**src/design/ether_pkg.sv**
```systemverilog
// Shared constants, host address map and stage structs of the RMII Ethernet MAC, wildcard-imported
`default_nettype none

package ether_pkg;

    // Frame buffer geometry
    localparam int FRAME_DEPTH  = 1522;             // MTU plus 22
    localparam int FRAME_ADDR_W = 11;
    localparam int HOST_ADDR_W  = 14;

    // Host address map, decoded from the top address bits
    localparam logic [2:0] REGION_REGS = 3'b011;    // addr[13:11]
    localparam logic [1:0] REGION_SEND = 2'b10;     // addr[13:12]
    localparam logic [1:0] REGION_RECV = 2'b11;     // addr[13:12]

    // Register offsets within the register region
    localparam int                   REG_OFS_W     = 5;
    localparam logic [REG_OFS_W-1:0] REG_SEND_BUSY = 5'h00;
    localparam logic [REG_OFS_W-1:0] REG_SEND_LEN  = 5'h04;
    localparam logic [REG_OFS_W-1:0] REG_CMD_SEND  = 5'h08;  // Bit 0 starts a send
    localparam logic [REG_OFS_W-1:0] REG_RECV_LEN  = 5'h0c;
    localparam logic [REG_OFS_W-1:0] REG_RECV_DONE = 5'h10;  // Nonzero releases the frame

    // Line coding
    localparam int         PREAMBLE_BYTES = 7;
    localparam logic [7:0] PREAMBLE_BYTE  = 8'h55;
    localparam logic [7:0] SFD_BYTE       = 8'hd5;
    localparam logic [1:0] SFD_DIBIT      = 2'b11;  // Closing dibit of the SFD

    // Collision handling
    localparam int BACKOFF_CYCLES = 1024;
    localparam int BACKOFF_W      = $clog2(BACKOFF_CYCLES);

    // Host request, taken whenever valid
    typedef struct packed {
        logic                   valid;
        logic                   we;
        logic [HOST_ADDR_W-1:0] addr;
        logic [31:0]            wdata;
    } host_req_t;

    // Read response, two cycles after the request
    typedef struct packed {
        logic        valid;
        logic [31:0] rdata;
    } host_rsp_t;

    // One byte between receive stages
    typedef struct packed {
        logic       valid;
        logic [7:0] data;
    } byte_beat_t;

    // Frame buffer write port
    typedef struct packed {
        logic                    en;
        logic [FRAME_ADDR_W-1:0] addr;
        logic [7:0]              data;
    } ram_wr_t;

endpackage

`default_nettype wire

```
**src/design/rx_frame_writer.sv**
```systemverilog
// Stores received bytes in the receive buffer and holds the frame pending until the host is done
`timescale 1ns/1ps
`default_nettype none

module rx_frame_writer
    import ether_pkg::*;
(
    input  wire                     CLK,
    input  wire                     RST_X,
    input  wire byte_beat_t         beat,
    input  wire                     frame_end,
    output ram_wr_t                 recv_wr,
    output logic [FRAME_ADDR_W-1:0] recv_len,
    output logic                    recv_pending,
    input  wire                     recv_done
);

    logic [FRAME_ADDR_W-1:0] wr_addr;
    logic                    dropping;
    logic                    take;

    // A frame that starts while pending is dropped as a whole
    assign take    = beat.valid && !recv_pending && !dropping;
    assign recv_wr = '{en: take, addr: wr_addr, data: beat.data};

    always_ff @(posedge CLK) begin
        if (!RST_X) begin
            wr_addr      <= '0;
            recv_len     <= '0;
            recv_pending <= 1'b0;
            dropping     <= 1'b0;
        end else begin
            if (frame_end) begin
                dropping <= 1'b0;
            end else if (beat.valid && recv_pending) begin
                dropping <= 1'b1;
            end

            if (recv_pending) begin
                if (recv_done) begin
                    recv_pending <= 1'b0;          // Frame released
                    wr_addr      <= '0;
                end
            end else if (frame_end && !dropping) begin
                recv_len     <= wr_addr;           // Byte count
                recv_pending <= 1'b1;
            end else if (take) begin
                wr_addr <= wr_addr + 1'b1;
            end
        end
    end

endmodule

`default_nettype wire

```
**config.mk**
```make
export PLATFORM = sky130hd
export DESIGN_NAME = rx_frame_writer
export DESIGN_NICKNAME = d
export VERILOG_FILES = /design/src/design/ether_pkg.sv /design/src/design/rx_frame_writer.sv
export SDC_FILE = /design/constraint.sdc
export NUM_CORES = 1
export LEC_CHECK = 0
export ABC_AREA = 1
export CAP_MARGIN = 0
export CELL_PAD_IN_SITES_DETAIL_PLACEMENT = 1
export CELL_PAD_IN_SITES_GLOBAL_PLACEMENT = 2
export CORE_UTILIZATION = 32
export DETAILED_ROUTE_END_ITERATION = 6
export DONT_BUFFER_PORTS = 1
export PLACE_DENSITY = 0.81
export SLEW_MARGIN = 20
export SYNTH_ARGS = -nofsm -noshare
export SYNTH_HDL_FRONTEND = slang
export SYNTH_SLANG_ARGS = --single-unit
```
**constraint.sdc**
```tcl
create_clock -name CLK -period 1.7 [get_ports CLK]
set_clock_uncertainty 0.15 [all_clocks]
set_input_delay 0.085 -clock CLK [delete_from_list [all_inputs] [get_ports CLK]]
set_output_delay 0.085 -clock CLK [all_outputs]
set_load 0.01 [all_outputs]
```
==> summary.md <==
| Metric | Value |
|---|---|
| DRC viols | 0 |
| Worst-path maximum fanout | 3 |
| Sum Neg Setup Slack | 0 ns |
| Netlist area before placement | 1150 um2 |
| Fraction of synthesized area in multiplexers | 0% |
| Routed len/inst | 14.8 um |
| Largest stage delay on the critical path | 0.36 ns |
| Shortest period the worst path allows | 1.55 ns |
| Worst-margin pin slew | 0.413 ns |
| Relative area change from synthesis to final layout | 12.8% |
| Slew margin rel. | 71.8% |
| Power per standard cell area | 901 nW/um2 |
| Post-synthesis instance total | 152 |
| Via count of the first global-routing pass | 1040 |
| Fraction of the mapped netlist area in compound gates | 15.9% |
| Layout cell share with drive strength beyond 1 | 18.9% |
| Antenna-violating nets left | 0 |
| Chain of cells forming the critical path | ha_1, nand3_1, nor3_2, inv_1, nor2_2, nand2_1, nand2_1, nor2_1 |
| Fraction of synthesized cell area taken by the top area cell type | 41.7% |
| CTS root buffer | clkbuf_4 |
| Maximum number of pins on one net before global-route repair | 20 |
| Proportion of synthesized chip area in sequential cells | 41.7% |
| Path class of the lowest-slack min-delay path | primary input to primary output |
| Final hold vios | 0 |
| Number of detailed-routing iterations run before antenna repair | 4 |
| Remaining global-route overflow | 0 |
| Core Footprint | 3390 um2 |
| HPWL after DPL | 2280 um |
| Net count, final | 174 |
| Met2 wire length | 1430 um |
| Final RePlAce weighted congestion | 0.768 |
| Fin crit share | 91.4% |
| Antenna diode instance count | 0 |
| RSZ-0062 raised after global routing | false |
| Quantity of I/O buffers inserted on ports | 0 |
| Number of antenna violations at the first check in global routing | 0 |
| Buffer depth of the longest clock path | 2 |
| Worst Path Class, Setup | register to register |
| CP required | 1.78 ns |
| Count of final setup violators | 0 |
| Uppermost layer routed | met4 |
| Worst endpoint data arrival time | 1.63 ns |
| Simple-gate area share of the yosys netlist | 27.7% |
| Worst voltage drop across the vdd grid | 0.250 mV |
| Minimum hold slack | 0.0200 ns |
| Clock transition at the registers of the reported paths | 0.14 ns |
| Total of flip-flops plus latches after synthesis | 24 |
| Syn Nets | 166 |
| Vertical die dimension | 62.0 um |
| Overall die area | 3850 um2 |
| Global-route total usage across every layer | 17.4% |
| Power after layout | 1.17 mW |
| Synth warnings | 0 |
| Synth area leaders | dfxtp_1, a21oi_1, buf_4, inv_1, nand2_1 |
| Drt initial violations | 36 |
| Outcome | completed |
| IO Pins | 45 |
| Inserted Clock Buffers | 3 |
| Chip width | 62.0 um |
| Cell mode on critical path | nand2_1 |
| Detailed route wirelength on metal3 | 140 um |
| Nature of the critical path endpoint | register |
| Total number of vias | 1020 |
| Clock latency of the later-clocked register in the worst-skew pair | 0.32 ns |
| H-tree depth | 1 |
| Post-synthesis average cell area | 7.58 um2 |
| Starting density of the core | 34.0% |
| Post-synthesis share of cell area spent on full adders, half adders and majority gates | 1.09% |
| Number of rows created at floorplan | 21 |
| Wire length of the first global-routing pass | 4720 um |
| Most common cell after layout, fill and taps aside | dfxtp_1 |
| Max Cap Violations | 0 |
| Biggest area consumer among synthesized cells | dfxtp_1 |
| Largest family of logic cells by synthesized area | simple AND/OR/NAND/NOR gates |
| Share of the synthesized netlist area taken by xor and xnor gates | 0% |
| Total count of max-transition violations in the final report | 0 |
| Area taken by flip-flops and latches | 482 um2 |
| Multi-input gate area | 514 um2 |
| Leakage component of the power | 0.497 nW |
| Total routed wire length on the met1 layer | 1400 um |
| Mean number of vias per cell | 4.98 |
| Most frequent cells in the layout | dfxtp_1, inv_1, nand2_1 |
| FMAX | 643 MHz |
| Count of unique library cells instantiated by Yosys | 25 |
| Cell at the slowest stage of the critical path | dfxtp_1 |
| Final wirelength | 3030 um |
| Clock tree from TritonCTS | done |
| Number of sinks handled by clock tree synthesis | 24 |
| Filler cell count in the final layout | 420 |
| Crit start category | register |
==> worst paths after layout <==
path / from / to / slack [ns] / cells past startpoint
setup / recovery: wr_addr[1]$_SDFFE_PN0P_ / wr_addr[8]$_SDFFE_PN0P_ / 0.15 / 8
hold reg to reg: wr_addr[4]$_SDFFE_PN0P_ / recv_len[4]$_SDFFE_PN0P_ / 0.39 / 2
setup reg to reg: wr_addr[1]$_SDFFE_PN0P_ / wr_addr[8]$_SDFFE_PN0P_ / 0.15 / 8
hold / removal: beat[1] / recv_wr[1] / 0.02 / 0
==> logic make-up (layout without fill, tap and decap cells) <==
logic type,after synthesis,count (layout)
and+or+nand+nor,61,61
AOI/OAI and AO/OA,34,34
buffers and inverters,32,39
DFF,24,24
adders and majority gates,1,1
==> repair_timing <==
item                       4_1_cts  5_1_grt
hold buffers                     4        0
gates resized for setup          0        1
setup endpoints to repair        0        2
buffers inserted                 0        0
hold endpoints to repair        24        0
==> per-stage QoR <==
| stage | setup slack (ns) | instances | area (um2) | utilization (%) |
|---|---|---|---|---|
| 2_1_floorplan | 0.225 | 152 | 1150 | - |
| 3_3_place_gp | 0.220 | 197 | 1210 | 35.6 |
| 3_5_place_dp | 0.112 | 197 | 1210 | 35.6 |
| 4_1_cts | 0.0921 | 205 | 1300 | 38.3 |
| 5_1_grt | 0.0341 | 205 | 1300 | 38.4 |
| 6_report | 0.146 | 205 | 1300 | 38.4 |
==> report_power, final <==
group	total [mW]	internal [mW]	switching [mW]
clock	0.421	0.238	0.183
combinational	0.132	0.0443	0.0879
sequential	0.619	0.590	0.0291
==> layout make-up <==
| type | instances | area share [%] |
|---|---|---|
| timing repair buffer | 14 | 8.85 |
| sequential | 24 | 37.1 |
| multi-input combinational | 96 | 39.6 |
| tap | 46 | 4.43 |
| inverter | 21 | 6.06 |
| clock inverter | 1 | 2.31 |
| clock buffer | 3 | 1.73 |
==> flip-flops by register name (all words and copies together), names as in the netlist <==
| signal | cells |
|---|---|
| dropping | 1 |
| recv_len | 11 |
| recv_pending | 1 |
| wr_addr | 11 |
==> critical path, delay by kind of cell (launching register included) <==
family / cells / cell delay (ns)
simple gates: 6 / 0.67
flops: 1 / 0.36
fa+ha+maj: 1 / 0.18
buf+inv: 1 / 0.10
==> synthesized netlist by cell type (all sizes together) <==
| master | number |
|---|---|
| dfxtp | 24 |
| nor2 | 22 |
| inv | 21 |
| nand2 | 21 |
| o21ai | 16 |
| a21oi | 15 |
| buf | 10 |
| nand3 | 9 |
| nand4 | 4 |
| nor3 | 4 |
| a2111oi | 1 |
| a21boi | 1 |
| clkbuf | 1 |
| ha | 1 |
| nor3b | 1 |
| o21bai | 1 |
==> per-layer routing <==
metal	GRT usage, %	vias up
met3	2.48	7
met4	8.89	0
li1	-	502
met2	29.2	25
met5	0	-
met1	21.5	486
No activity file was read; power rests on OpenSTA's default activity.
