==> config.mk <==
export PLATFORM = sky130hd
export DESIGN_NAME = rmii_rx
export DESIGN_NICKNAME = d
export VERILOG_FILES = /design/src/design/ether_pkg.sv /design/src/design/rmii_rx.sv
export SDC_FILE = /design/constraint.sdc
export NUM_CORES = 1
export LEC_CHECK = 0
export ABC_CLOCK_PERIOD_IN_PS = 1200
export BUFFER_PORTS_ARGS = -buffer_cell sky130_fd_sc_hd__buf_2
export CORE_AREA = 4 4 41 43
export DETAILED_ROUTE_END_ITERATION = 12
export DIE_AREA = 0 0 45 47
export GPL_TIMING_DRIVEN = 1
export PLACE_DENSITY = 0.66
export SLEW_MARGIN = 20
export SYNTH_ARGS = -nofsm -noshare
export SYNTH_HDL_FRONTEND = slang
export SYNTH_SLANG_ARGS = --single-unit
==> constraint.sdc <==
create_clock -name CLK -period 1.2 [get_ports CLK]
set_input_delay 0.24 -clock CLK [delete_from_list [all_inputs] [get_ports CLK]]
set_output_delay 0.24 -clock CLK [all_outputs]
set_load 0.01 [all_outputs]
==> src/design/ether_pkg.sv <==
// Shared constants, host address map and stage structs of the RMII Ethernet MAC, wildcard-imported
`default_nettype none

package ether_pkg;

    // Frame buffer geometry
    localparam int FRAME_DEPTH  = 1522;             // MTU plus 22
    localparam int FRAME_ADDR_W = 11;
    localparam int HOST_ADDR_W  = 14;

    // Host address map, decoded from the top address bits
    localparam logic [2:0] REGION_REGS = 3'b011;    // addr[13:11]
    localparam logic [1:0] REGION_SEND = 2'b10;     // addr[13:12]
    localparam logic [1:0] REGION_RECV = 2'b11;     // addr[13:12]

    // Register offsets within the register region
    localparam int                   REG_OFS_W     = 5;
    localparam logic [REG_OFS_W-1:0] REG_SEND_BUSY = 5'h00;
    localparam logic [REG_OFS_W-1:0] REG_SEND_LEN  = 5'h04;
    localparam logic [REG_OFS_W-1:0] REG_CMD_SEND  = 5'h08;  // Bit 0 starts a send
    localparam logic [REG_OFS_W-1:0] REG_RECV_LEN  = 5'h0c;
    localparam logic [REG_OFS_W-1:0] REG_RECV_DONE = 5'h10;  // Nonzero releases the frame

    // Line coding
    localparam int         PREAMBLE_BYTES = 7;
    localparam logic [7:0] PREAMBLE_BYTE  = 8'h55;
    localparam logic [7:0] SFD_BYTE       = 8'hd5;
    localparam logic [1:0] SFD_DIBIT      = 2'b11;  // Closing dibit of the SFD

    // Collision handling
    localparam int BACKOFF_CYCLES = 1024;
    localparam int BACKOFF_W      = $clog2(BACKOFF_CYCLES);

    // Host request, taken whenever valid
    typedef struct packed {
        logic                   valid;
        logic                   we;
        logic [HOST_ADDR_W-1:0] addr;
        logic [31:0]            wdata;
    } host_req_t;

    // Read response, two cycles after the request
    typedef struct packed {
        logic        valid;
        logic [31:0] rdata;
    } host_rsp_t;

    // One byte between receive stages
    typedef struct packed {
        logic       valid;
        logic [7:0] data;
    } byte_beat_t;

    // Frame buffer write port
    typedef struct packed {
        logic                    en;
        logic [FRAME_ADDR_W-1:0] addr;
        logic [7:0]              data;
    } ram_wr_t;

endpackage

`default_nettype wire

==> src/design/rmii_rx.sv <==
// RMII receiver: hunts for the end of the SFD and assembles dibits into byte beats
`timescale 1ns/1ps
`default_nettype none

module rmii_rx
    import ether_pkg::*;
(
    input  wire         CLK,
    input  wire         RST_X,
    input  wire [1:0]   rxd,
    input  wire         crs_dv,
    output byte_beat_t  beat,
    output logic        frame_end
);

    typedef enum logic {
        ST_HUNT,
        ST_DATA
    } rx_state_e;

    rx_state_e  state;
    logic [1:0] dibit_cnt;
    logic [7:0] shreg;
    logic       beat_vld;

    // Shift register holds the full byte in the cycle the beat is valid
    assign beat = '{valid: beat_vld, data: shreg};

    always_ff @(posedge CLK) begin
        if (!RST_X) begin
            state     <= ST_HUNT;
            dibit_cnt <= '0;
            beat_vld  <= 1'b0;
            frame_end <= 1'b0;
        end else begin
            beat_vld  <= 1'b0;
            frame_end <= 1'b0;
            case (state)
                ST_HUNT: begin
                    if (crs_dv && (rxd == SFD_DIBIT)) begin
                        state     <= ST_DATA;
                        dibit_cnt <= '0;
                    end
                end
                ST_DATA: begin
                    if (crs_dv) begin
                        dibit_cnt <= dibit_cnt + 1'b1;
                        beat_vld  <= dibit_cnt == 2'd3;
                    end else begin
                        state     <= ST_HUNT;      // Partial byte is dropped
                        frame_end <= 1'b1;
                    end
                end
                default: state <= ST_HUNT;
            endcase
        end
    end

    // Low bits arrive first, so shift in from the top
    always_ff @(posedge CLK) begin
        if ((state == ST_DATA) && crs_dv) begin
            shreg <= {rxd, shreg[7:2]};
        end
    end

endmodule

`default_nettype wire

==> qor.txt <==
======================================================================================
Run status .............................................................. finished, final reports clean
I/O Pins ................................................................           15
Total Nets Final ........................................................           52
End-of-flow core utilization ............................................        42.5%
Number of distinct standard cells referenced by the synthesized netlist .           16
Largest net degree at the start of global routing .......................           10
Layout overhead on the synthesized area .................................        24.2%
Highest Clock Rate ......................................................      963 MHz
Via count of the first global-routing pass ..............................          239
Total of cells resized after clock tree synthesis .......................            0
Horizontal extent of the die ............................................        45 µm
Setup Buffers After CTS .................................................            0
Area of the multi-input gates ...........................................     93.8 µm²
Xor and xnor fraction of the mapped netlist area ........................           0%
Critical path's largest stage delay .....................................      0.38 ns
Final count of hold timing violations ...................................            0
CP bufs+invs ............................................................            1
Synthesized area ........................................................      445 µm²
CP delay by family, top .................................................   flip-flops
Number of setup violations in the final report ..........................            0
Overflow after GRT ......................................................            0
Chip Height .............................................................        47 µm
Average instance area after synthesis ...................................     15.9 µm²
Via total after detailed routing ........................................          268
Aggregate global-route resource usage ...................................        7.71%
Portion of the post-synthesis area used by sequential elements ..........        76.4%
Proportion of layout cells with a drive suffix above 1 ..................        44.4%
Nature of the critical path endpoint .................................... primary output
Worst clock skew on the final layout ....................................   0.00176 ns
Critical-path maximum fanout ............................................            2
Library cell contributing the largest single delay on the critical path . sky130_fd_sc_hd__edfxtp_1
Classification of the worst-slack hold path .............................       in2reg
Combinational family with the most area after synthesis ................. simple AND/OR/NAND/NOR gates
Average detailed-routed wire length per instance ........................      10.8 µm
Pre-Repair DR Iteration Count ...........................................            2
Slew of the pin with the lowest slew margin .............................     0.197 ns
Data arrival at the endpoint of the critical path .......................      0.80 ns
Sum Neg Setup Slack .....................................................         0 ns
Gp weighted congestion ..................................................        0.654
Die outline area ........................................................     2120 µm²
Port Buf Inserts ........................................................           14
H-Tree Level Count ......................................................            1
Skew-Pair Late Insertion Delay ..........................................      0.26 ns
Largest area contributor in the synthesized netlist ..................... sky130_fd_sc_hd__edfxtp_1
Slew HR .................................................................        86.9%
CP Data Required Time ...................................................      0.96 ns
Worst hold margin .......................................................     0.169 ns
Initial standard-cell utilization of the core ...........................        34.2%
Post-synthesis instance total ...........................................           28
Worst ir drop on vdd ....................................................       596 µV
CP cell instances .......................................................        buf_2
Synth Area in Adders ....................................................        2.81%
Via/cell ratio ..........................................................         4.47
Setup repair after global routing missed its margin .....................        false
Count of hold buffers inserted by post-cts repair .......................            0
Number of synthesis warnings ............................................            0
Total wire length .......................................................       648 µm
Max-slew violation count ................................................            0
Worst-path clk slew .....................................................      0.07 ns
Antenna diode instance count ............................................            0
Clock root cell ......................................................... sky130_fd_sc_hd__clkbuf_4
Maximum capacitance violations ..........................................            0
Number of nets with antenna violations after detailed routing ...........            0
Fraction of synthesized cell area taken by the top area cell type .......        53.9%
Simple-gate share of the synthesized area ...............................        10.4%
Register cell area after layout .........................................      340 µm²
Count of filler cells inserted in the layout ............................          139
Number of antenna violations at the first check in global routing .......            0
Number of register bits inferred by synthesis ...........................           13
Inserted Clock Buffers ..................................................            3
Cell types occupying the most area after synthesis ...................... sky130_fd_sc_hd__edfxtp_1 (54%), sky130_fd_sc_hd__dfxtp_1 (22%), sky130_fd_sc_hd__a311oi_2 (3.4%)
Number of DRC violations after detailed routing .........................            0
Clock period minus worst slack ..........................................      1.04 ns
Fraction of the mapped netlist area in compound gates ...................        7.87%
Synthesized Nets ........................................................           34
First-pass GRT wire length ..............................................      1060 µm
Placeable core area .....................................................     1300 µm²
Standard-cell row count .................................................           13
Clock sink total ........................................................           13
Startpoint class of the critical path ...................................     register
Number of DRC markers after the initial detailed-route iteration ........            2
Final clock period utilization by the worst path ........................        86.5%
Kind of critical path ...................................................      reg2out
Leakage power ...........................................................     0.235 nW
Clock tree from TritonCTS ...............................................        built
Mux cell area share after synthesis .....................................           0%
Power density over the cells ............................................  1380 nW/µm²
Final HPWL from detailed placement ......................................       524 µm
Longest Clk Path Bufs ...................................................            2
======================================================================================
state kept, by name (all words and copies together), names as in the netlist:
name	flops
state	1
beat_vld	1
shreg	8
frame_end	1
dibit_cnt	2
worst paths after layout:
check | startpoint | cells after the start | endpoint | slack [ns]
worst min-delay path | rxd[0] | 1 | shreg[6] | 0.17
worst max register to register | state | 1 | shreg[1] | 0.23
worst max-delay path | shreg[2] | 1 | beat[2] | 0.16
worst min register to register | shreg[6] | 0 | shreg[4] | 0.45
metrics by stage:
stage          power [mW]  cells  instance area, µm²  setup slack (ns)
2_1_floorplan       0.503     28                 445             0.301
3_3_place_gp        0.520     56                 527             0.241
3_5_place_dp        0.521     56                 527             0.217
4_1_cts             0.774     60                 553             0.139
5_1_grt             0.811     60                 553            0.0932
6_report            0.761     60                 553             0.162
kinds of logic after synthesis:
family          count (synthesis)
compound gates                  4
fa+ha+maj                       1
buf+inv                         2
flops                          13
simple gates                    8
placed cells by master (no fill, tap or decap), drive strengths merged:
cell type | netlist | final
a21o | 1 | 1
o211ai | 1 | 1
nand4 | 1 | 1
buf | 1 | 14
a311oi | 1 | 1
nand3b | 1 | 1
nand2 | 2 | 2
clkbuf | 0 | 4
ha | 1 | 1
and2 | 1 | 1
inv | 1 | 1
a21oi | 1 | 1
edfxtp | 8 | 8
dfxtp | 5 | 5
nor2 | 1 | 1
and3 | 2 | 2
synth_stat cells:
| master | instances |
|---|---|
| sky130_fd_sc_hd__a21o_1 | 1 |
| sky130_fd_sc_hd__a21oi_1 | 1 |
| sky130_fd_sc_hd__a311oi_2 | 1 |
| sky130_fd_sc_hd__and2_2 | 1 |
| sky130_fd_sc_hd__and3_1 | 1 |
| sky130_fd_sc_hd__and3_2 | 1 |
| sky130_fd_sc_hd__buf_4 | 1 |
| sky130_fd_sc_hd__dfxtp_1 | 5 |
| sky130_fd_sc_hd__edfxtp_1 | 8 |
| sky130_fd_sc_hd__ha_1 | 1 |
| sky130_fd_sc_hd__inv_1 | 1 |
| sky130_fd_sc_hd__nand2_1 | 2 |
| sky130_fd_sc_hd__nand3b_1 | 1 |
| sky130_fd_sc_hd__nand4_1 | 1 |
| sky130_fd_sc_hd__nor2_1 | 1 |
| sky130_fd_sc_hd__o211ai_1 | 1 |
layer usage:
| metal | vias up | track usage (%) | share of wire (%) | routed length [µm] |
|---|---|---|---|---|
| met1 | 119 | 8.35 | 42 | 273 |
| met2 | 11 | 10.7 | 46 | 300 |
| met5 | - | 0 | 0 | 0 |
| met3 | 0 | 6.51 | 11 | 74 |
| li1 | 138 | - | - | - |
| met4 | 0 | 3.51 | 0 | 0 |
layout make-up:
type	instances	share of cell area, %
repair buffers	14	12.7
clock buffers	4	4.75
multi-input cells	13	17.0
well taps	15	3.39
flip-flops and latches	13	61.5
inverters	1	0.679
power breakdown:
part           switching, mW  total, mW  leakage (nW)  internal (mW)
clock network          0.123      0.251        0.0150          0.128
logic                 0.0169     0.0295         0.107         0.0126
registers            0.00340      0.480         0.113          0.477
total                  0.143      0.761         0.235          0.618
Note: power is estimated with default switching activity, not from simulation.
