## src/design/ether_pkg.sv

```systemverilog
// Shared constants, host address map and stage structs of the RMII Ethernet MAC, wildcard-imported
`default_nettype none

package ether_pkg;

    // Frame buffer geometry
    localparam int FRAME_DEPTH  = 1522;             // MTU plus 22
    localparam int FRAME_ADDR_W = 11;
    localparam int HOST_ADDR_W  = 14;

    // Host address map, decoded from the top address bits
    localparam logic [2:0] REGION_REGS = 3'b011;    // addr[13:11]
    localparam logic [1:0] REGION_SEND = 2'b10;     // addr[13:12]
    localparam logic [1:0] REGION_RECV = 2'b11;     // addr[13:12]

    // Register offsets within the register region
    localparam int                   REG_OFS_W     = 5;
    localparam logic [REG_OFS_W-1:0] REG_SEND_BUSY = 5'h00;
    localparam logic [REG_OFS_W-1:0] REG_SEND_LEN  = 5'h04;
    localparam logic [REG_OFS_W-1:0] REG_CMD_SEND  = 5'h08;  // Bit 0 starts a send
    localparam logic [REG_OFS_W-1:0] REG_RECV_LEN  = 5'h0c;
    localparam logic [REG_OFS_W-1:0] REG_RECV_DONE = 5'h10;  // Nonzero releases the frame

    // Line coding
    localparam int         PREAMBLE_BYTES = 7;
    localparam logic [7:0] PREAMBLE_BYTE  = 8'h55;
    localparam logic [7:0] SFD_BYTE       = 8'hd5;
    localparam logic [1:0] SFD_DIBIT      = 2'b11;  // Closing dibit of the SFD

    // Collision handling
    localparam int BACKOFF_CYCLES = 1024;
    localparam int BACKOFF_W      = $clog2(BACKOFF_CYCLES);

    // Host request, taken whenever valid
    typedef struct packed {
        logic                   valid;
        logic                   we;
        logic [HOST_ADDR_W-1:0] addr;
        logic [31:0]            wdata;
    } host_req_t;

    // Read response, two cycles after the request
    typedef struct packed {
        logic        valid;
        logic [31:0] rdata;
    } host_rsp_t;

    // One byte between receive stages
    typedef struct packed {
        logic       valid;
        logic [7:0] data;
    } byte_beat_t;

    // Frame buffer write port
    typedef struct packed {
        logic                    en;
        logic [FRAME_ADDR_W-1:0] addr;
        logic [7:0]              data;
    } ram_wr_t;

endpackage

`default_nettype wire

```

## src/design/ether_regs.sv

```systemverilog
// Host port of the MAC: address decode, control registers, command pulses and read response
`timescale 1ns/1ps
`default_nettype none

module ether_regs
    import ether_pkg::*;
(
    input  wire                     CLK,
    input  wire                     RST_X,
    input  wire host_req_t          req,
    output host_rsp_t               rsp,
    output ram_wr_t                 send_wr,
    output logic                    send_start,
    output logic [FRAME_ADDR_W-1:0] send_len,
    input  wire                     tx_busy,
    output logic                    recv_done,
    input  wire [FRAME_ADDR_W-1:0]  recv_len,
    output logic [FRAME_ADDR_W-1:0] recv_rd_addr,
    input  wire [7:0]               recv_rd_data
);

    logic                 is_regs;
    logic                 is_send;
    logic                 is_recv;
    logic                 reg_hit;
    logic [REG_OFS_W-1:0] reg_ofs;
    logic                 wr_req;
    logic                 rd_req;
    logic [31:0]          reg_rdata;
    logic                 rd_vld_q;
    logic                 rd_ram_q;
    logic [31:0]          reg_rdata_q;
    logic                 rsp_vld_q;
    logic [31:0]          rsp_data_q;

    assign is_regs = req.addr[HOST_ADDR_W-1 -: 3] == REGION_REGS;
    assign is_send = req.addr[HOST_ADDR_W-1 -: 2] == REGION_SEND;
    assign is_recv = req.addr[HOST_ADDR_W-1 -: 2] == REGION_RECV;
    assign reg_ofs = req.addr[REG_OFS_W-1:0];
    assign reg_hit = is_regs && (req.addr[FRAME_ADDR_W-1:REG_OFS_W] == '0);  // No aliasing
    assign wr_req  = req.valid && req.we;
    assign rd_req  = req.valid && !req.we;

    // Host writes land in the send buffer directly
    assign send_wr = '{en:   wr_req && is_send,
                       addr: req.addr[FRAME_ADDR_W-1:0],
                       data: req.wdata[7:0]};

    assign recv_rd_addr = req.addr[FRAME_ADDR_W-1:0];  // RAM starts its read with the request

    always_comb begin
        reg_rdata = '0;
        if (reg_hit) begin
            case (reg_ofs)
                REG_SEND_BUSY: reg_rdata = {31'b0, tx_busy};
                REG_SEND_LEN:  reg_rdata = {{(32-FRAME_ADDR_W){1'b0}}, send_len};
                REG_RECV_LEN:  reg_rdata = {{(32-FRAME_ADDR_W){1'b0}}, recv_len};
                default:       reg_rdata = '0;       // Command offsets are write-only
            endcase
        end
    end

    always_ff @(posedge CLK) begin
        if (!RST_X) begin
            send_len   <= '0;
            send_start <= 1'b0;
            recv_done  <= 1'b0;
        end else begin
            send_start <= wr_req && reg_hit && (reg_ofs == REG_CMD_SEND) && req.wdata[0];
            recv_done  <= wr_req && reg_hit && (reg_ofs == REG_RECV_DONE) && (req.wdata != '0);
            if (wr_req && reg_hit && (reg_ofs == REG_SEND_LEN)) begin
                send_len <= req.wdata[FRAME_ADDR_W-1:0];
            end
        end
    end

    // Two-stage response, registers held back one stage to line up with the RAM
    always_ff @(posedge CLK) begin
        if (!RST_X) begin
            rd_vld_q  <= 1'b0;
            rsp_vld_q <= 1'b0;
        end else begin
            rd_vld_q  <= rd_req;
            rsp_vld_q <= rd_vld_q;
        end
    end

    always_ff @(posedge CLK) begin
        rd_ram_q    <= rd_req && is_recv;
        reg_rdata_q <= reg_rdata;
        rsp_data_q  <= rd_ram_q ? {24'b0, recv_rd_data} : reg_rdata_q;
    end

    assign rsp = '{valid: rsp_vld_q, rdata: rsp_data_q};

endmodule

`default_nettype wire

```

## config.mk

```make
export PLATFORM = sky130hd
export DESIGN_NAME = ether_regs
export DESIGN_NICKNAME = d
export VERILOG_FILES = /design/src/design/ether_pkg.sv /design/src/design/ether_regs.sv
export SDC_FILE = /design/constraint.sdc
export NUM_CORES = 1
export LEC_CHECK = 0
export ABC_AREA = 1
export BUFFER_PORTS_ARGS = -buffer_cell sky130_fd_sc_hd__buf_4
export CORE_MARGIN = 3
export CORE_UTILIZATION = 40
export DETAILED_ROUTE_END_ITERATION = 16
export GPL_TIMING_DRIVEN = 0
export PLACE_DENSITY_LB_ADDON = 0.08
export RECOVER_POWER = 50
export SLEW_MARGIN = 15
export SYNTH_ARGS = -nofsm -noshare
export SYNTH_HDL_FRONTEND = slang
export SYNTH_SLANG_ARGS = --single-unit
```

## constraint.sdc

```tcl
create_clock -name CLK -period 1.07 [get_ports CLK]
set_input_delay 0.107 -clock CLK [delete_from_list [all_inputs] [get_ports CLK]]
set_output_delay 0.107 -clock CLK [all_outputs]
set_load 0.05 [all_outputs]
```

==> impl_metrics.yaml <==
worst_setup_path:
  critPathKind: "flip-flop to output pin"
  crit_path_end_kind: "output pin"
  cp_max_fo: 3
  worstPathRequired_ns: 0.96
  cp_cell_sequence: "buf_4"
  max_stage_delay_ns: 0.39
  crit_family: "flip-flops"
  cp-start-kind: "flip-flop"
  crit_slowest_cell: "dfxtp_1"
  worstPathBufferInverterCount: 1
  arrival_ns: 0.91
synth:
  synthXorXnorAreaFrac_pct: 0
  synth_top_family_by_area: "buffers and inverters"
  synthMuxAreaShare_pct: 4.55
  synth_area_leaders: "dfxtp_1 (38%), buf_4 (20%), nand2_1 (12%)"
  ys_warn_count: 0
  synth-main-ff-cell: "dfxtp_1"
  synth_compound_area_share_pct: 2.53
  ys_ff_latch: 38
  ys_seq_area_share_pct: 38.4
  avgSynthCellArea_um2: 7.22
  synth_cell_type_count: 19
  synth_area_um2: 1980
  synthAdderAreaFrac_pct: 0
  synth_edf_count: 0
  synthArstFlopShare_pct: 0
  synth_top_area_share_pct: 38.4
  synth_top_area_cell: "dfxtp_1"
  yosysMostFrequentCell: "nand2_1"
  synth_simple_gate_area_share_pct: 26.8
  netlist_instances: 274
  synth_common_cells: "nand2_1 (61), buf_4 (52), nor2_1 (50)"
route:
  wl_per_cell_um: 10.4
  dr.pass1.iters: 6
  drc: 0
  drtIter0Drc: 72
  num_vias: 2009
  wl_um: 5140
  post_drt_via_cell_ratio: 4.08
  postRouteAntennaNets: 0
sta:
  fmax_mhz: 988
  fin_crit_sh_pct: 94.6
  hold_ws_ns: 0.0399
  worst_slack_ns: 0.0574
  skew_ns: 0.00512
  finalSetupViolCount: 0
  drv_slew: 0
  worst_slew_pin_slew_ns: 0.615
  fin_crit_ns: 1.01
  hold_viol: 0
  worst_slew_margin_rel_pct: 59.2
grt:
  grt_usage_pct: 17.8
  grt_max_degree: 13
  antenna_found_initial: 0
  grt_pass1_vias: 1951
  overflow: 0
  grt_pass1_wl_um: 8470
place:
  hpwlAfterDp_um: 4280
  placed_area_um2: 3070
  pre_cts_slack_ns: -0.180
  port_buffers: 125
  routabilityCongestion: 0.753
run:
  drv_cap: 0
cts:
  post_cts_buffers: 0
  ctsHoldBuffers: 0
  htreeDepth: 2
  clockRootBuffer: "clkbuf_8"
  clock-sinks: 38
  worstSkewPairLatency_ns: 0.29
  clk_pin_slew_ns: 0.08
  numCtsBuffers: 5
  cts_tree: "built"
  ctsLongestPathBuffers: 2
die:
  die-width_um: 76.3
  initial_core_util_pct: 43.4
  fp.dieH_um: 76.3
  rows: 24
  dieArea_um2: 5830
  core_um2: 4560
  pin_count: 147
pwr:
  power_mw: 3.82
  power-per-cell-area_nw_per_um2: 1230
  irDropWorstVdd_mv: 0.788
  p_leak_nw: 1.67
finish:
  fin_nets: 496
  diodes: 0
  final_area_um2: 3110
  drive_gt1_share_pct: 41.9
  fin_util_pct: 68.2
  syn_to_final_growth_pct: 57.2
run_status:
  status: "completed"
min_path:
  hp-class: "input pin to flip-flop"
[final cells by class]
type                            instances  area (um2)
Clock buffer                            6        82.6
Sequential cell                        38         761
Clock inverter                          2        60.1
Inverter                               30         113
Tap cell                               65        81.3
Multi-Input combinational cell        167         754
Fill cell                             426        1450
Buffer                                 59         433
Timing Repair Buffer                  125         827
[per-layer routing]
metal	up-vias	track usage, %	share of wire [%]
met2	92	32.6	52
li1	1057	-	-
met1	855	19.7	39
met5	-	0	0
met3	5	5.20	7.9
met4	0	5.07	1.1
[cell usage in the layout, fill, tap and decap left out]
master	count
mux2_2	8
clkbuf_2	4
nor2_2	1
clkbuf_4	3
buf_6	1
conb_1	21
a21oi_1	10
clkbuf_1	28
inv_2	2
buf_2	4
nand3_2	2
inv_1	28
nand2_1	61
bufinv_16	2
nor2_4	2
nand4_1	5
nand3b_1	1
buf_4	144
nor3_1	2
nand3_1	3
nor2_1	50
clkbuf_8	6
dfxtp_1	38
nor4_1	1
[cells by family (layout without fill, tap and decap cells)]
logic type	count (synthesis)	in the layout
flops	38	38
compound gates	10	10
simple gates	128	128
mux	8	8
other cells	1	21
buf+inv	89	222
[sequential cells by signal, indices dropped and copies added (netlist names)]
signal       flops
reg_rdata_q     11
rsp_data_q      11
send_len        11
rd_ram_q         1
rd_vld_q         1
recv_done        1
rsp_vld_q        1
send_start       1
[report_power, final]
group	switching, mW	internal, mW	leakage [nW]	total [mW]
clock	0.501	0.994	0.0714	1.50
sequential	0.00216	1.42	0.307	1.42
combinational	0.563	0.341	1.29	0.904
total	1.07	2.76	1.67	3.82
[path summary, 6_finish.rpt]
check | start | endpoint | slack [ns] | cells past startpoint
setup / recovery | send_len[1]$_SDFFE_PN0P_ | send_len[1] | 0.06 | 1
hold / removal | recv_rd_data[3] | rsp_data_q[3]$_DFF_P_ | 0.04 | 2
setup reg to reg | rd_ram_q$_DFF_P_ | rsp_data_q[2]$_DFF_P_ | 0.07 | 2
hold reg to reg | reg_rdata_q[8]$_SDFF_PN0_ | rsp_data_q[8]$_SDFF_PP0_ | 0.40 | 2
[timing repair]
action / 4_1_cts / 5_1_grt
setup endpoints to repair: 0 / 8
endpoints found under the hold margin: 0 / 0
resized for setup: 0 / 2
[metrics by stage]
step / setup TNS, ns / std cells
global route: -0.0180 / 492
finish: 0 / 492
detailed placement: -2.14 / 484
global placement: -1.99 / 484
CTS: 0 / 492
floorplan: 0 / 294
(Power assumes the default switching activity.)
