`src/design/ether_pkg.sv`:
```
// Shared constants, host address map and stage structs of the RMII Ethernet MAC, wildcard-imported
`default_nettype none

package ether_pkg;

    // Frame buffer geometry
    localparam int FRAME_DEPTH  = 1522;             // MTU plus 22
    localparam int FRAME_ADDR_W = 11;
    localparam int HOST_ADDR_W  = 14;

    // Host address map, decoded from the top address bits
    localparam logic [2:0] REGION_REGS = 3'b011;    // addr[13:11]
    localparam logic [1:0] REGION_SEND = 2'b10;     // addr[13:12]
    localparam logic [1:0] REGION_RECV = 2'b11;     // addr[13:12]

    // Register offsets within the register region
    localparam int                   REG_OFS_W     = 5;
    localparam logic [REG_OFS_W-1:0] REG_SEND_BUSY = 5'h00;
    localparam logic [REG_OFS_W-1:0] REG_SEND_LEN  = 5'h04;
    localparam logic [REG_OFS_W-1:0] REG_CMD_SEND  = 5'h08;  // Bit 0 starts a send
    localparam logic [REG_OFS_W-1:0] REG_RECV_LEN  = 5'h0c;
    localparam logic [REG_OFS_W-1:0] REG_RECV_DONE = 5'h10;  // Nonzero releases the frame

    // Line coding
    localparam int         PREAMBLE_BYTES = 7;
    localparam logic [7:0] PREAMBLE_BYTE  = 8'h55;
    localparam logic [7:0] SFD_BYTE       = 8'hd5;
    localparam logic [1:0] SFD_DIBIT      = 2'b11;  // Closing dibit of the SFD

    // Collision handling
    localparam int BACKOFF_CYCLES = 1024;
    localparam int BACKOFF_W      = $clog2(BACKOFF_CYCLES);

    // Host request, taken whenever valid
    typedef struct packed {
        logic                   valid;
        logic                   we;
        logic [HOST_ADDR_W-1:0] addr;
        logic [31:0]            wdata;
    } host_req_t;

    // Read response, two cycles after the request
    typedef struct packed {
        logic        valid;
        logic [31:0] rdata;
    } host_rsp_t;

    // One byte between receive stages
    typedef struct packed {
        logic       valid;
        logic [7:0] data;
    } byte_beat_t;

    // Frame buffer write port
    typedef struct packed {
        logic                    en;
        logic [FRAME_ADDR_W-1:0] addr;
        logic [7:0]              data;
    } ram_wr_t;

endpackage

`default_nettype wire

```
`src/design/rmii_tx.sv`:
```
// RMII transmitter: preamble and SFD insertion, dibit serializer and collision back-off
`timescale 1ns/1ps
`default_nettype none

module rmii_tx
    import ether_pkg::*;
(
    input  wire                     CLK,
    input  wire                     RST_X,
    input  wire                     send_start,
    input  wire [FRAME_ADDR_W-1:0]  send_len,
    output logic [FRAME_ADDR_W-1:0] buf_addr,
    input  wire [7:0]               buf_data,
    input  wire                     crs_dv,
    output logic [1:0]              txd,
    output logic                    tx_en,
    output logic                    tx_busy
);

    typedef enum logic [1:0] {
        ST_IDLE,
        ST_SEND,
        ST_BACKOFF
    } tx_state_e;

    tx_state_e               state;
    logic [FRAME_ADDR_W-1:0] len;
    logic [FRAME_ADDR_W-1:0] byte_idx;
    logic [FRAME_ADDR_W-1:0] next_idx;
    logic [1:0]              dibit_cnt;
    logic [7:0]              shreg;
    logic [7:0]              next_byte;
    logic                    last_byte;
    logic [BACKOFF_W-1:0]    backoff_cnt;

    assign next_idx  = byte_idx + 1'b1;
    assign buf_addr  = next_idx;            // Next byte is read while this one shifts out
    assign last_byte = next_idx >= len;
    assign tx_busy   = state != ST_IDLE;
    assign txd       = tx_en ? shreg[1:0] : 2'b00;

    // Bytes 0 to 7 are replaced on the wire
    always_comb begin
        if (next_idx < FRAME_ADDR_W'(PREAMBLE_BYTES)) begin
            next_byte = PREAMBLE_BYTE;
        end else if (next_idx == FRAME_ADDR_W'(PREAMBLE_BYTES)) begin
            next_byte = SFD_BYTE;
        end else begin
            next_byte = buf_data;
        end
    end

    always_ff @(posedge CLK) begin
        if (!RST_X) begin
            state       <= ST_IDLE;
            tx_en       <= 1'b0;
            len         <= '0;
            byte_idx    <= '0;
            dibit_cnt   <= '0;
            backoff_cnt <= '0;
        end else begin
            case (state)
                ST_IDLE: begin
                    if (send_start) begin
                        state     <= ST_SEND;
                        len       <= send_len;
                        tx_en     <= 1'b1;
                        byte_idx  <= '0;
                        dibit_cnt <= '0;
                    end
                end
                ST_SEND: begin
                    if (crs_dv) begin                  // Collision
                        state       <= ST_BACKOFF;
                        tx_en       <= 1'b0;
                        backoff_cnt <= '0;
                    end else if (dibit_cnt == 2'd3) begin
                        dibit_cnt <= '0;
                        byte_idx  <= next_idx;
                        if (last_byte) begin
                            state <= ST_IDLE;
                            tx_en <= 1'b0;
                        end
                    end else begin
                        dibit_cnt <= dibit_cnt + 1'b1;
                    end
                end
                ST_BACKOFF: begin
                    backoff_cnt <= backoff_cnt + 1'b1;
                    if (backoff_cnt == BACKOFF_W'(BACKOFF_CYCLES - 1)) begin
                        state     <= ST_SEND;          // Resend from byte 0
                        tx_en     <= 1'b1;
                        byte_idx  <= '0;
                        dibit_cnt <= '0;
                    end
                end
                default: begin
                    state <= ST_IDLE;
                    tx_en <= 1'b0;
                end
            endcase
        end
    end

    // Low dibit first; first byte of every attempt is preamble
    always_ff @(posedge CLK) begin
        if (state != ST_SEND) begin
            shreg <= PREAMBLE_BYTE;
        end else if (dibit_cnt == 2'd3) begin
            shreg <= next_byte;
        end else begin
            shreg <= shreg >> 2;
        end
    end

endmodule

`default_nettype wire

```
`config.mk`:
```
export PLATFORM = sky130hd
export DESIGN_NAME = rmii_tx
export DESIGN_NICKNAME = d
export VERILOG_FILES = /design/src/design/ether_pkg.sv /design/src/design/rmii_tx.sv
export SDC_FILE = /design/constraint.sdc
export NUM_CORES = 1
export LEC_CHECK = 0
export BUFFER_PORTS_ARGS = -buffer_cell sky130_fd_sc_hd__buf_2
export CORE_ASPECT_RATIO = 0.7
export CORE_UTILIZATION = 55
export CTS_BUF_LIST = sky130_fd_sc_hd__clkbuf_8 sky130_fd_sc_hd__clkbuf_16
export CTS_CLUSTER_SIZE = 28
export DETAILED_ROUTE_END_ITERATION = 10
export PLACE_DENSITY_LB_ADDON = 0.15
export SLEW_MARGIN = 30
export SYNTH_ARGS = -nofsm -noshare
export SYNTH_HDL_FRONTEND = slang
export SYNTH_SLANG_ARGS = --single-unit
```
`constraint.sdc`:
```
create_clock -name CLK -period 3.2 [get_ports CLK]
set_clock_uncertainty 0.05 [all_clocks]
set_input_delay 0.32 -clock CLK [delete_from_list [all_inputs] [get_ports CLK]]
set_output_delay 0.32 -clock CLK [all_outputs]
set_load 0.01 [all_outputs]
```
==> results.yml <==
global_route:
  grtUsageMet1_pct: 37.2
  grt_usage_pct: 25.0
  busiest_layer: "met1"
  met2_usage_pct: 35.9
  grt.overflow.total: 0
  antenna_found_initial: 0
  grt_pass1_wl_um: 9850
  grt_pass1_vias: 2098
  grt_use_met3_pct: 5.01
  grt_max_degree: 34
drt:
  drt_wl_total_um: 5690
  vias: 2278
  drc_errors: 0
  final_antenna_net_count: 0
  vias_per_cell: 5.60
  first_iter_violations: 144
  drt_pass1_iterations: 4
  wl_per_cell_um: 14.0
pwr:
  p_leak_nw: 1.18
  swShare_pct: 30.6
  p_sw_w: 0.000398
  p_per_area_mw_per_mm2: 452
  pwr-share-seq_pct: 48.6
  p_comb_share_pct: 20.8
  pwr-share-clk_pct: 30.6
  power.internal_w: 0.000902
  vdd_ir_drop_max_mv: 0.249
clock_network:
  clk_latency_ps: 310
  clk_pin_slew_worst_paths_ps: 80
  clockBufferDepth: 2
  cts-buffers-inserted: 5
  cts_setup_buffers: 0
  htree_levels: 2
  cts_num_sinks: 45
  root_buffer: "clkbuf_8"
  cts_tree: "built"
floorplanning:
  initial_utilization_pct: 58.4
  die_area_mm2: 0.00495
  io_pins: 38
  die_y_um: 59.2
  rows: 20
  core_area_mm2: 0.00440
  die_w_um: 83.7
timing:
  slew_headroom_pct: 47.8
  slew_violations: 0
  fmax_ghz: 0.350
  fin_crit_sh_pct: 89.2
  setup_violations: 0
  worst_slew_pin_slew_ps: 781
  rsz0062_at_grt: "false"
  hold_viol_final: 0
  setup_tns_ps: 0
  min_period_ps: 2850
place:
  placed_area_mm2: 0.00277
  place_hpwl_um: 4230
  port_buffers: 37
  gp_congestion: 0.894
cells_and_area:
  fin_util_pct: 65.4
  finalInstanceArea_mm2: 0.00288
  final_layout_size_suffix_gt1_share_pct: 17.6
  diodes: 0
  area_growth_pct: 12.0
  fillers: 399
  nets: 387
  layout_commonest_cell: "dfxtp_1"
  layout_common_cells: "dfxtp_1, buf_2, nor2_1, a21oi_1, nand2_1"
yosys:
  ys.warnings.count: 0
  ys_ff_latch: 45
  syn-cell-area_mm2: 0.00257
  synth_top_cell_by_area: "dfxtp_1"
  synth_top_area_share_pct: 35.1
  synthDistinctLibCells: 55
  syn_inst: 321
  syn_nets: 357
  syn_avg_cell_area_um2: 8.01
  async_flop_share_pct: 0
  synth_edf_count: 0
  ys_seq_area_share_pct: 35.1
  ys.flop_type: "dfxtp_1"
  netlist_top_cells_area: "dfxtp_1, a21oi_1, ha_1"
critical_path:
  path_max_fanout: 6
  rrSetupSlack_ps: 350
  worstReg2RegStart: "byte_idx[1]"
  r2r_cells: 10
  path_class: "reg2reg"
  crit_required_ps: 3390
  arrival_ps: 3040
  worst_setup_path_end_kind: "flop"
  start_kind: "flop"
  r2r_end: "state[0]"
worst_hold_path:
  min-delay-start: "buf_data[5]"
  whs_path_depth: 2
  hold_path_end: "shreg[5]"
  hp-class: "in2reg"
outcome:
  status: "finished, final reports clean"
run:
  maxCapViolCount: 0
worst max-delay path by stage:
| stage | start | endpoint | slack [ps] |
|---|---|---|---|
| 2_1_floorplan | byte_idx[0] | state[0] | 320 |
| 3_3_place_gp | byte_idx[0] | state[0] | 340 |
| 3_5_place_dp | byte_idx[0] | state[0] | 160 |
| 4_1_cts | byte_idx[0] | state[0] | 130 |
| 5_1_grt | byte_idx[1] | state[0] | 60 |
| 6_report | byte_idx[1] | state[0] | 350 |
registers in the layout (all words and copies together) (netlist names):
name	count
byte_idx	11
len	11
backoff_cnt	10
shreg	8
dibit_cnt	2
state	2
tx_en	1
cells in the mapped netlist (all sizes together), types with 2 or more instances:
library cell and number:
dfxtp 45, nor2 36, a21oi 34, nand2 27, nor2b 22, inv 19, o21ai 14, ha 13
xnor2 10, buf 8, clkbuf 8, nand3 7, mux2i 6, xor2 6, and2 5, nor3 5
a21boi 4, nand2b 4, nor4 4, or3 4, a211oi 3, a32o 3, and3 3, nand4 3
o31ai 3, o32ai 3, o21a 2, o22a 2, or2 2, or4 2
worst max-delay path: stages (launching register included):
cell and delay, ps:
dfxtp_1 440, ha_2 300, nand3_1 210, nor2_2 220
xor2_1 230, ha_1 280, a21o_1 180, a211o_1 300
a221oi_2 230, o21ai_0 170, a21oi_1 180
layer usage:
layer / wire [µm] / up-vias
li1: - / 1172
met1: 3040 / 1048
met4: 104 / 0
met2: 2290 / 46
met5: 0 / -
met3: 253 / 12
power by group through the flow:
stage / Combinational, W / Sequential, W / Clock (W)
floorplan: 0.000211 / 0.000627 / 0
global placement: 0.000259 / 0.000645 / 0
detailed placement: 0.000265 / 0.000645 / 0
CTS: 0.000268 / 0.000632 / 0.000407
global route: 0.000306 / 0.000640 / 0.000429
finish: 0.000271 / 0.000632 / 0.000397
final cells by class:
| cell class | instances | area (µm²) | area share, % |
|---|---|---|---|
| Clock inverter | 1 | 5.00 | 0.174 |
| Inverter | 19 | 71.3 | 2.48 |
| Clock buffer | 7 | 96.3 | 3.35 |
| Multi-Input combinational cell | 241 | 1540 | 53.3 |
| Timing Repair Buffer | 39 | 200 | 6.95 |
| Tap cell | 55 | 68.8 | 2.39 |
| Sequential cell | 45 | 902 | 31.3 |
cells by family after synthesis:
family	share of synthesized area [%]
xor+xnor	5.45
compound gates	20.3
simple gates	24.9
mux	2.34
fa+ha+maj	6.33
buf+inv	5.65
flops	35.1
through the flow:
step | hold slack [ps] | setup slack [ps] | total power, W | instances
after global placement | 374 | 338 | 0.000904 | 399
after CTS | 200 | 130 | 0.00131 | 407
after global routing | 209 | 64.7 | 0.00137 | 407
after floorplan | 366 | 324 | 0.000837 | 321
after detailed placement | 376 | 162 | 0.000910 | 399
final | 203 | 346 | 0.00130 | 407
timing repair:
item | in CTS | in global routing
hold buffers | 0 | 0
gates resized for setup | 0 | 4
endpoints found under the setup margin | 0 | 2
Note: power is estimated with default switching activity, not from simulation.
